`src/hdl/fifo_defs.svh`:
```
// fixed configuration of the single-clock fifo
// include wherever depth, word width or flag thresholds are needed
// all sizes live here, modules carry no parameters

`ifndef FIFO_DEFS_SVH
`define FIFO_DEFS_SVH

// --------------------------------------------------
// storage geometry
// --------------------------------------------------
`define FIFO_DEPTH       16   // number of entries
`define FIFO_ADDR_W      4    // address bits, log2 of depth
`define FIFO_DATA_W      16   // data word width

// --------------------------------------------------
// static flag thresholds, compared against the level
// --------------------------------------------------
`define FIFO_AFULL_VAL   12   // afull when level >= this
`define FIFO_AEMPTY_VAL  4    // aempty when level <= this

`endif

```
`src/hdl/fifo_pkg.sv`:
```
// shared types of the single-clock fifo
// import into any module or interface that carries data, addresses
// or the occupancy level

`default_nettype none

`include "fifo_defs.svh"

package fifo_pkg;

   // --------------------------------------------------
   // payload and addressing
   // --------------------------------------------------
   typedef logic [`FIFO_DATA_W-1:0] data_t;   // one stored word
   typedef logic [`FIFO_ADDR_W-1:0] addr_t;   // storage index

   // --------------------------------------------------
   // occupancy
   // --------------------------------------------------
   // must hold 0 .. FIFO_DEPTH inclusive, hence depth + 1
   typedef logic [$clog2(`FIFO_DEPTH + 1)-1:0] level_t;

endpackage : fifo_pkg

`default_nettype wire

```
`src/hdl/fifo_mem_if.sv`:
```
// link between the write/read controllers and the storage block
// wr side owned by the write controller, rd side by the read controller,
// mem side by the register file which returns rd_data

`timescale 1ns/1ps
`default_nettype none

interface fifo_mem_if
   import fifo_pkg::*;
   ();

   // write port
   logic  wr_en;     // accepted write this cycle
   addr_t wr_addr;
   data_t wr_data;

   // read port
   logic  rd_en;     // accepted read this cycle
   addr_t rd_addr;
   data_t rd_data;   // registered, valid one cycle after rd_en

   modport wr  (output wr_en, output wr_addr, output wr_data);
   modport rd  (output rd_en, output rd_addr, input  rd_data);
   modport mem (input  wr_en, input  wr_addr, input  wr_data,
                input  rd_en, input  rd_addr, output rd_data);

endinterface : fifo_mem_if

`default_nettype wire

```
`src/hdl/fifo_wr_ctrl.sv`:
```
// write side of the fifo
// admits we_i only while not full, drives the storage write port,
// steps the wrapping write address and flags wack / overflow next cycle

`timescale 1ns/1ps
`default_nettype none

`include "fifo_defs.svh"

module fifo_wr_ctrl
   import fifo_pkg::*;
   (
   input  wire logic  pos_clk_i,
   input  wire logic  aresetn_i,
   input  wire logic  we_i,        // write request
   input  wire data_t wdata_i,
   input  wire logic  full_i,      // from occupancy tracker
   output logic       push_o,      // accepted write strobe
   output logic       wack_o,
   output logic       overflow_o,
   fifo_mem_if.wr     mem
   );

   logic  wr_ok;         // request admitted
   addr_t wr_addr_q;
   logic  wack_q;
   logic  overflow_q;

   // --------------------------------------------------
   // admission
   // --------------------------------------------------
   assign wr_ok  = we_i & ~full_i;   // full refuses
   assign push_o = wr_ok;

   // storage write happens on the same edge
   assign mem.wr_en   = wr_ok;
   assign mem.wr_addr = wr_addr_q;
   assign mem.wr_data = wdata_i;

   // --------------------------------------------------
   // write address, wraps at depth - 1
   // --------------------------------------------------
   always_ff @(posedge pos_clk_i or negedge aresetn_i) begin
      if (!aresetn_i) begin
         wr_addr_q <= '0;
      end else if (wr_ok) begin
         if (wr_addr_q == addr_t'(`FIFO_DEPTH - 1)) begin
            wr_addr_q <= '0;
         end else begin
            wr_addr_q <= wr_addr_q + addr_t'(1);
         end
      end
   end

   // --------------------------------------------------
   // one-cycle status pulses
   // --------------------------------------------------
   always_ff @(posedge pos_clk_i or negedge aresetn_i) begin
      if (!aresetn_i) begin
         wack_q     <= 1'b0;
         overflow_q <= 1'b0;
      end else begin
         wack_q     <= wr_ok;
         overflow_q <= we_i & full_i;   // dropped request
      end
   end

   assign wack_o     = wack_q;
   assign overflow_o = overflow_q;

endmodule : fifo_wr_ctrl

`default_nettype wire

```
`src/hdl/fifo_rd_ctrl.sv`:
```
// read side of the fifo
// admits re_i only while not empty, drives the storage read port,
// steps the wrapping read address and flags dvld / underflow next cycle

`timescale 1ns/1ps
`default_nettype none

`include "fifo_defs.svh"

module fifo_rd_ctrl
   import fifo_pkg::*;
   (
   input  wire logic  pos_clk_i,
   input  wire logic  aresetn_i,
   input  wire logic  re_i,        // read request
   input  wire logic  empty_i,     // from occupancy tracker
   output logic       pop_o,       // accepted read strobe
   output logic       dvld_o,
   output logic       underflow_o,
   fifo_mem_if.rd     mem
   );

   logic  rd_ok;          // request admitted
   addr_t rd_addr_q;
   logic  dvld_q;
   logic  underflow_q;

   // --------------------------------------------------
   // admission
   // --------------------------------------------------
   // empty also blocks a read paired with a write into an empty fifo
   assign rd_ok = re_i & ~empty_i;
   assign pop_o = rd_ok;

   assign mem.rd_en   = rd_ok;       // ram registers the word on this edge
   assign mem.rd_addr = rd_addr_q;

   // --------------------------------------------------
   // read address, wraps at depth - 1
   // --------------------------------------------------
   always_ff @(posedge pos_clk_i or negedge aresetn_i) begin
      if (!aresetn_i) begin
         rd_addr_q <= '0;
      end else if (rd_ok) begin
         if (rd_addr_q == addr_t'(`FIFO_DEPTH - 1)) begin
            rd_addr_q <= '0;
         end else begin
            rd_addr_q <= rd_addr_q + addr_t'(1);
         end
      end
   end

   // --------------------------------------------------
   // one-cycle status pulses
   // --------------------------------------------------
   always_ff @(posedge pos_clk_i or negedge aresetn_i) begin
      if (!aresetn_i) begin
         dvld_q      <= 1'b0;
         underflow_q <= 1'b0;
      end else begin
         dvld_q      <= rd_ok;          // lines up with ram output register
         underflow_q <= re_i & empty_i; // refused read
      end
   end

   assign dvld_o      = dvld_q;
   assign underflow_o = underflow_q;

endmodule : fifo_rd_ctrl

`default_nettype wire

```
`src/hdl/fifo_occupancy.sv`:
```
// occupancy tracker for the single-clock fifo
// counts accepted pushes and pops, registers the level and the four
// status flags from the same next value so they always agree
// push and pop arrive already gated by the controllers

`timescale 1ns/1ps
`default_nettype none

`include "fifo_defs.svh"

module fifo_occupancy
   import fifo_pkg::*;
   (
   input  wire logic pos_clk_i,
   input  wire logic aresetn_i,
   input  wire logic push_i,    // accepted write
   input  wire logic pop_i,     // accepted read
   output level_t    level_o,
   output logic      full_o,
   output logic      afull_o,
   output logic      empty_o,
   output logic      aempty_o
   );

   level_t level_q;
   level_t level_nxt;
   logic   full_q;
   logic   afull_q;
   logic   empty_q;
   logic   aempty_q;

   // --------------------------------------------------
   // next level
   // --------------------------------------------------
   always_comb begin
      unique case ({push_i, pop_i})
         2'b10:   level_nxt = level_q + level_t'(1);   // push only
         2'b01:   level_nxt = level_q - level_t'(1);   // pop only
         default: level_nxt = level_q;                 // idle or both
      endcase
   end

   // --------------------------------------------------
   // level register
   // --------------------------------------------------
   always_ff @(posedge pos_clk_i or negedge aresetn_i) begin
      if (!aresetn_i) begin
         level_q <= '0;
      end else begin
         level_q <= level_nxt;
      end
   end

   // --------------------------------------------------
   // status flags
   // --------------------------------------------------
   // decoded from level_nxt, not level_q, so no cycle of lag
   always_ff @(posedge pos_clk_i or negedge aresetn_i) begin
      if (!aresetn_i) begin
         full_q   <= 1'b0;
         afull_q  <= 1'b0;
         empty_q  <= 1'b1;   // starts empty
         aempty_q <= 1'b1;
      end else begin
         full_q   <= (level_nxt == level_t'(`FIFO_DEPTH));
         afull_q  <= (level_nxt >= level_t'(`FIFO_AFULL_VAL));
         empty_q  <= (level_nxt == '0);
         aempty_q <= (level_nxt <= level_t'(`FIFO_AEMPTY_VAL));
      end
   end

   // --------------------------------------------------
   // outputs
   // --------------------------------------------------
   assign level_o  = level_q;
   assign full_o   = full_q;
   assign afull_o  = afull_q;
   assign empty_o  = empty_q;
   assign aempty_o = aempty_q;

endmodule : fifo_occupancy

`default_nettype wire

```
`src/hdl/fifo_ram.sv`:
```
// register-file storage behind the fifo controllers
// one write port, one read port with an output register,
// so read data shows up the cycle after rd_en

`timescale 1ns/1ps
`default_nettype none

`include "fifo_defs.svh"

module fifo_ram
   import fifo_pkg::*;
   (
   input  wire logic pos_clk_i,
   fifo_mem_if.mem   mem
   );

   data_t mem_q [`FIFO_DEPTH];   // storage array
   data_t rd_data_q;             // read output register

   // --------------------------------------------------
   // write port
   // --------------------------------------------------
   always_ff @(posedge pos_clk_i) begin
      if (mem.wr_en) begin
         mem_q[mem.wr_addr] <= mem.wr_data;
      end
   end

   // --------------------------------------------------
   // read port
   // --------------------------------------------------
   // holds last word when idle
   always_ff @(posedge pos_clk_i) begin
      if (mem.rd_en) begin
         rd_data_q <= mem_q[mem.rd_addr];
      end
   end

   assign mem.rd_data = rd_data_q;

endmodule : fifo_ram

`default_nettype wire

```
`src/hdl/sync_fifo.sv`:
```
// single-clock fifo, top level
// write and read controllers around a shared occupancy tracker and
// a register-file storage block; all outputs registered
// requests are refused when full / empty and reported as error pulses

`timescale 1ns/1ps
`default_nettype none

module sync_fifo
   import fifo_pkg::*;
   (
   input  wire logic  pos_clk_i,
   input  wire logic  aresetn_i,
   // write side
   input  wire logic  we_i,
   input  wire data_t wdata_i,
   // read side
   input  wire logic  re_i,
   output data_t      rdata_o,
   // handshake and errors
   output logic       wack_o,
   output logic       dvld_o,
   output logic       overflow_o,
   output logic       underflow_o,
   // status
   output logic       full_o,
   output logic       afull_o,
   output logic       empty_o,
   output logic       aempty_o,
   output level_t     level_o
   );

   logic push;   // accepted write
   logic pop;    // accepted read

   // --------------------------------------------------
   // storage link
   // --------------------------------------------------
   fifo_mem_if u_mem_if ();

   // --------------------------------------------------
   // controllers
   // --------------------------------------------------
   fifo_wr_ctrl u_wr_ctrl (
      .pos_clk_i  (pos_clk_i),
      .aresetn_i  (aresetn_i),
      .we_i       (we_i),
      .wdata_i    (wdata_i),
      .full_i     (full_o),       // fed back from tracker
      .push_o     (push),
      .wack_o     (wack_o),
      .overflow_o (overflow_o),
      .mem        (u_mem_if.wr)
   );

   fifo_rd_ctrl u_rd_ctrl (
      .pos_clk_i   (pos_clk_i),
      .aresetn_i   (aresetn_i),
      .re_i        (re_i),
      .empty_i     (empty_o),     // fed back from tracker
      .pop_o       (pop),
      .dvld_o      (dvld_o),
      .underflow_o (underflow_o),
      .mem         (u_mem_if.rd)
   );

   // --------------------------------------------------
   // level and flags
   // --------------------------------------------------
   fifo_occupancy u_occupancy (
      .pos_clk_i (pos_clk_i),
      .aresetn_i (aresetn_i),
      .push_i    (push),
      .pop_i     (pop),
      .level_o   (level_o),
      .full_o    (full_o),
      .afull_o   (afull_o),
      .empty_o   (empty_o),
      .aempty_o  (aempty_o)
   );

   // storage, read data straight from its output register
   fifo_ram u_ram (
      .pos_clk_i (pos_clk_i),
      .mem       (u_mem_if.mem)
   );

   assign rdata_o = u_mem_if.rd_data;

endmodule : sync_fifo

`default_nettype wire

```
`config.mk`:
```
export PLATFORM = sky130hd
export DESIGN_NAME = sync_fifo
export DESIGN_NICKNAME = d
export VERILOG_FILES = /design/src/hdl/fifo_pkg.sv /design/src/hdl/fifo_mem_if.sv /design/src/hdl/fifo_wr_ctrl.sv /design/src/hdl/fifo_rd_ctrl.sv /design/src/hdl/fifo_occupancy.sv /design/src/hdl/fifo_ram.sv /design/src/hdl/sync_fifo.sv
export VERILOG_INCLUDE_DIRS = /design/src /design/src/hdl
export SDC_FILE = /design/constraint.sdc
export NUM_CORES = 1
export LEC_CHECK = 0
export BUFFER_PORTS_ARGS = -buffer_cell sky130_fd_sc_hd__buf_2
export CAP_MARGIN = 20
export CORE_ASPECT_RATIO = 0.6
export CORE_MARGIN = 2
export CORE_UTILIZATION = 58
export CTS_BUF_LIST = sky130_fd_sc_hd__clkbuf_16
export DETAILED_ROUTE_END_ITERATION = 16
export PLACE_DENSITY = 0.77
export REMOVE_ABC_BUFFERS = 1
export SYNTH_ARGS = -nofsm -noshare
export SYNTH_HDL_FRONTEND = slang
export SYNTH_HIERARCHICAL = 1
export SYNTH_SLANG_ARGS = --single-unit
```
`constraint.sdc`:
```
create_clock -name pos_clk_i -period 4.9 [get_ports pos_clk_i]
set_clock_uncertainty 0.15 [all_clocks]
set_input_delay 0.735 -clock pos_clk_i [delete_from_list [all_inputs] [get_ports pos_clk_i]]
set_output_delay 0.735 -clock pos_clk_i [all_outputs]
set_load 0.005 [all_outputs]
```
Word level (Yosys, flattened, before mapping)
Memory sizes are Yosys's and may differ from the RTL's. A register that Yosys moved wholly into a read port is not among the register bits.
Index checks and enable logic that the tools add are counted.
{"block": "classes", "n_addsub": 4, "n_lt_le_gt_ge": 2, "eq_ne": 5, "muxes": 5, "bitwise_logic": 6, "n_reduce_logical": 1}
{"operator": "$pmux 5 s2", "count": 1}
{"operator": "$add 4x1->4 const B", "count": 2}
{"operator": "$eq 4x4->1 const B", "count": 2}
{"operator": "$mux 4", "count": 2}
{"operator": "$add 5x1->5 const B", "count": 1}
{"operator": "$eq 5x5->1 const B", "count": 1}
{"operator": "$ge 5x4->1 const B", "count": 1}
{"operator": "$le 5x3->1 const B", "count": 1}
{"operator": "$logic_not 5->1", "count": 1}
{"operator": "$sub 5x1->5 const B", "count": 1}
{"operator": "$and 1x1->1", "count": 4}
{"operator": "$eq 2x1->1 const B", "count": 1}
{"operator": "$eq 2x2->1 const B", "count": 1}
{"operator": "$mux 1", "count": 2}
{"operator": "$not 1->1", "count": 2}
{"block": "word_totals", "reg_bits": 21, "ramBits": 256, "out_inout_bits": 29, "n_memories": 1}
{"memory": "u_ram.mem_q", "depth": 16, "width": 16, "read_ports": 1, "rd_ports_with_merged_regs": 1, "wr": 1, "line": "fifo_ram.sv:17", "text": "data_t mem_q [`FIFO_DEPTH];"}

Longest topological paths before layout
{"block": "logic_depth", "word_depth": 5, "mapped_depth": 13, "depth_no_buf": 11}

By module
The synthesis kept the hierarchy.
{"module": "fifo_ram", "instances": 1, "cells_per_inst": 432, "area_per_inst_um2": 10203.5, "seq_area_each_um2": 8167.8}
{"module": "fifo_occupancy", "instances": 1, "cells_per_inst": 48, "area_per_inst_um2": 536.8, "seq_area_each_um2": 227.7}
{"module": "fifo_wr_ctrl", "instances": 1, "cells_per_inst": 39, "area_per_inst_um2": 384.1, "seq_area_each_um2": 150.1}
{"module": "fifo_rd_ctrl", "instances": 1, "cells_per_inst": 23, "area_per_inst_um2": 267.8, "seq_area_each_um2": 150.1}

Least setup slack after synthesis
Ideal clock, no wire load.
{"block": "synth_timing", "kind": "input-to-reg", "start": "in re_i", "end": "reg u_occupancy.full_q, in the netlist u_occupancy/full_o", "setup_ns": 0.095, "arrival_ns": 2.924, "path_slack_ns": 1.731, "path_stages": 12, "n_path_buf": 2, "cell_sequence": "nand2b_4 inv_2 buf_4 ha_1 buf_6 xor2_1 ha_1 a21oi_2 or3_1 a221oi_2 xor2_2 nor4b_2"}
{"block": "synth_via", "elab_chain_cells": 4, "word_cells_on_any_way": 5}
{"element": "from (decl)", "line": "sync_fifo.sv:18", "text": "input wire logic re_i,"}
{"element": "$and 1x1->1 *", "line": "fifo_rd_ctrl.sv:32", "text": "assign rd_ok = re_i & ~empty_i;"}
{"element": "named net u_mem_if.rd_en", "line": "fifo_mem_if.sv:18", "text": "logic rd_en;"}
{"element": "$eq 2x1->1 / $eq 2x2->1 (equally long branches)", "line": "fifo_occupancy.sv:36", "text": "unique case ({push_i, pop_i})"}
{"element": "$pmux 5 s2 *", "line": "fifo_occupancy.sv:36"}
{"element": "named net u_occupancy.level_nxt[4]", "line": "fifo_occupancy.sv:26", "text": "level_t level_nxt;"}
{"element": "$eq 5x5->1 *", "line": "fifo_occupancy.sv:65", "text": "full_q <= (level_nxt == level_t'(`FIFO_DEPTH));"}
{"element": "to (signal assigned)", "line": "fifo_occupancy.sv:65"}
{"element": "to (decl)", "line": "fifo_occupancy.sv:27", "text": "logic full_q;"}
Mark *: on every way through the listed nets, which the timed path passes. The rest lies on a longest branch.
A chain may end at the register's enable or synchronous reset.

Worst setup path after layout
{"block": "layout_timing", "start": "reg u_occupancy.empty_q, in the netlist u_occupancy/empty_o", "end": "reg u_occupancy.full_q, in the netlist u_occupancy/full_o"}
{"block": "layout_via", "elab_chain_cells": 5, "word_cells_on_any_way": 6}
{"element": "from (decl)", "line": "fifo_occupancy.sv:29", "text": "logic empty_q;"}
{"element": "from (signal assigned)", "line": "fifo_occupancy.sv:67", "text": "empty_q <= (level_nxt == '0);"}
{"element": "$not 1->1 *", "line": "fifo_rd_ctrl.sv:32"}
{"element": "$and 1x1->1 *", "line": "fifo_rd_ctrl.sv:32"}
{"element": "named net u_mem_if.rd_en", "line": "fifo_mem_if.sv:18"}
{"element": "$eq 2x1->1 / $eq 2x2->1 (equally long branches)", "line": "fifo_occupancy.sv:36"}
{"element": "$pmux 5 s2 *", "line": "fifo_occupancy.sv:36"}
{"element": "named net u_occupancy.level_nxt[4]", "line": "fifo_occupancy.sv:26"}
{"element": "$eq 5x5->1 *", "line": "fifo_occupancy.sv:65"}
Marked as above.

==> flow_summary.toml <==
[placed_design]
place_area_mm2 = 0.0119
portBuffers = 48
dp_cells = 834
dp_hpwl_um = 12900
gp_congestion = 0.768

[pwr]
leakagePower_nw = 4.29
irDropWorstVdd_v = 0.000357
powerDensity_mw_per_mm2 = 572

[clock_network]
cts-root-buf = "clkbuf_16"
clockBufferDepth = 3
cts_setup_buffers = 0
post_cts_resized = 0
cts.sinks = 293
cts_tree = "yes"
clk_latency_ps = 530
clkTransAtPathRegs_ps = 70
cts_buffers = 26
htreeDepth = 1
postCtsHoldBufs = 0

[detailed_routing]
totalWireLength_um = 22200
via_per_inst = 6.14
drt_iter0_drc = 469
first_pass_iters = 5
ant_nets = 0
vias = 5425
drc_errors = 0
drt-wirelength-per-cell_um = 25.1

[outcome]
status = "finished, violations left"
failed_checks = "negative hold slack"

[timing]
rsz0062_at_grt = "false"
timing.final.crit_share_pct = 69.2
hold_slack_ps = -8.45
fmax_ghz = 0.295
hold_viol_final = 3
fin_crit_ps = 3390
setup_viol = 0
fin_setup_tns_ps = 0
worst_slew_pin_slew_ps = 1110
slew_viol_final = 0
relSlewSlack_pct = 25.7

[yosys]
synth_edf_count = 272
synthCells = 542
synth_ff_type = "edfxtp_1"
synth_top_area_share_pct = 71.7
synth-seq-cells = 293
synth_common_cells = "edfxtp_1, mux4_2, a22oi_1"
yosysMostFrequentCell = "edfxtp_1"
yosysWarnings = 6
yosys.area.top_type = "edfxtp_1"
synth.avg_cell_area_um2 = 21.0
async_flop_share_pct = 7.17
synth_seq_area_share_pct = 76.3
synth_cell_types = 51
syn_area_mm2 = 0.0114
netlist_top_cells_area = "edfxtp_1, mux4_2, dfrtp_1"

[cells_and_area]
drive_gt1_share_pct = 30.6
final_nets = 622
final_util_pct = 66.7
final_area_mm2 = 0.0128
multi_input_area_mm2 = 0.00243
fill_cells = 1241
area_growth_pct = 12.1
seqCellArea_mm2 = 0.00870
stdcell_count = 883
diodes = 0

[setup_path]
critPathArrivalTime_ps = 3670
critPathLaunchType = "flip-flop"
endpoint_kind = "flip-flop"
path_class = "flip-flop to flip-flop"
path_max_fanout = 22
critPathRequiredTime_ps = 5180
r2r_cells = 10

[global_routing]
gr-total-overflow = 0
antenna_found_initial = 0
grt.busiest_layer = "met2"
grt_use_met2_pct = 33.7
grt_pass1_wl_um = 33300
track_usage_pct = 22.0
grt_util_met1_pct = 33.3
grt_max_degree = 46
grt_use_met3_pct = 4.67
grt_pass1_vias = 5502

[floorplan]
die_w_um = 185
core_mm2 = 0.0191
rows = 39
io_pins = 49
die_h_um = 113
start_util_pct = 59.6
die_area_mm2 = 0.0208

[flow_run]
maxCapViolCount = 0

[worst_hold_path]
hold_path_class = "primary input to async pin"
## worst paths after layout
check                      slack, ps           startpoint                        to
setup / recovery                1510  u_occupancy/empty_o        u_occupancy/full_o
max in group asynchronous       4230            aresetn_i  u_rd_ctrl/mem.rd_addr[0]
hold / removal                    -8            aresetn_i    u_occupancy/level_o[1]
hold reg to reg                  400   u_occupancy/full_o      u_wr_ctrl/overflow_o
min in group pos_clk_i           320                 re_i     u_rd_ctrl/underflow_o
setup reg to reg                1510  u_occupancy/empty_o        u_occupancy/full_o
## report_power, final
part | internal (mW) | switching, mW
registers | 3.14 | 0.348
logic | 0.871 | 0.888
clock network | 1.21 | 0.856
## metrics by stage
step                      setup WS, ps  hold WS (ps)  power, mW
after global routing              1290          29.7       7.61
after detailed placement          1090           356       5.29
after floorplan                   1020           289       4.67
after global placement            1280           384       5.20
after CTS                         1500          2.28       7.35
final                             1510         -8.45       7.31
## layout make-up
type	instances	area share, %
repair buffers	69	3.18
clock buffers	27	5.29
flip-flops and latches	293	68.1
inverters	6	0.186
well taps	266	2.61
multi-input cells	201	19.1
clock inverters	21	1.53
## logic make-up after synthesis
kind of cell / count (synthesis) / synth area share (%)
flops: 293 / 76.3
fa+ha+maj: 5 / 0.549
xor+xnor: 8 / 0.681
compound gates: 56 / 3.69
buf+inv: 48 / 2.66
simple gates: 67 / 3.01
mux: 65 / 13.1
## registers in the layout (all words and copies together), names as in the netlist
register	count
u_ram/mem.rd_data	16
u_occupancy/empty_o	1
u_occupancy/afull_o	1
u_wr_ctrl/mem.wr_addr	4
u_ram/mem_q	256
u_occupancy/level_o	5
u_rd_ctrl/underflow_o	1
u_occupancy/aempty_o	1
u_wr_ctrl/overflow_o	1
u_rd_ctrl/dvld_o	1
u_rd_ctrl/mem.rd_addr	4
u_wr_ctrl/wack_o	1
u_occupancy/full_o	1
## critical path: stages, from the launching register on
cell      delay (ps)
dfstp_2          370
nand2b_4         160
inv_2            450
ha_1             470
xor2_1           190
ha_1             260
a21oi_2           80
or3_1            330
a221oi_2         340
xor2_2           250
nor4b_2          230
## routing by layer
| metal | vias up | part of all wire, % |
|---|---|---|
| met5 | - | 0 |
| met4 | 0 | 2.2 |
| met3 | 40 | 10 |
| met2 | 266 | 46 |
| met1 | 2793 | 41 |
| li1 | 2326 | - |
## cells in the final DEF (no fill, tap or decap), drive strengths merged, types with 3 or more instances in the layout
master,n
and2,3
a21oi,6
xor2,3
nand2,26
dfrtp,19
inv,11
bufinv,4
edfxtp,272
mux4,64
xnor2,5
a22oi,32
ha,5
a21o,3
clkinv,12
nor3,5
nand2b,4
a211oi,3
nor2,15
clkbuf,27
buf,69
(Power assumes the default switching activity.)
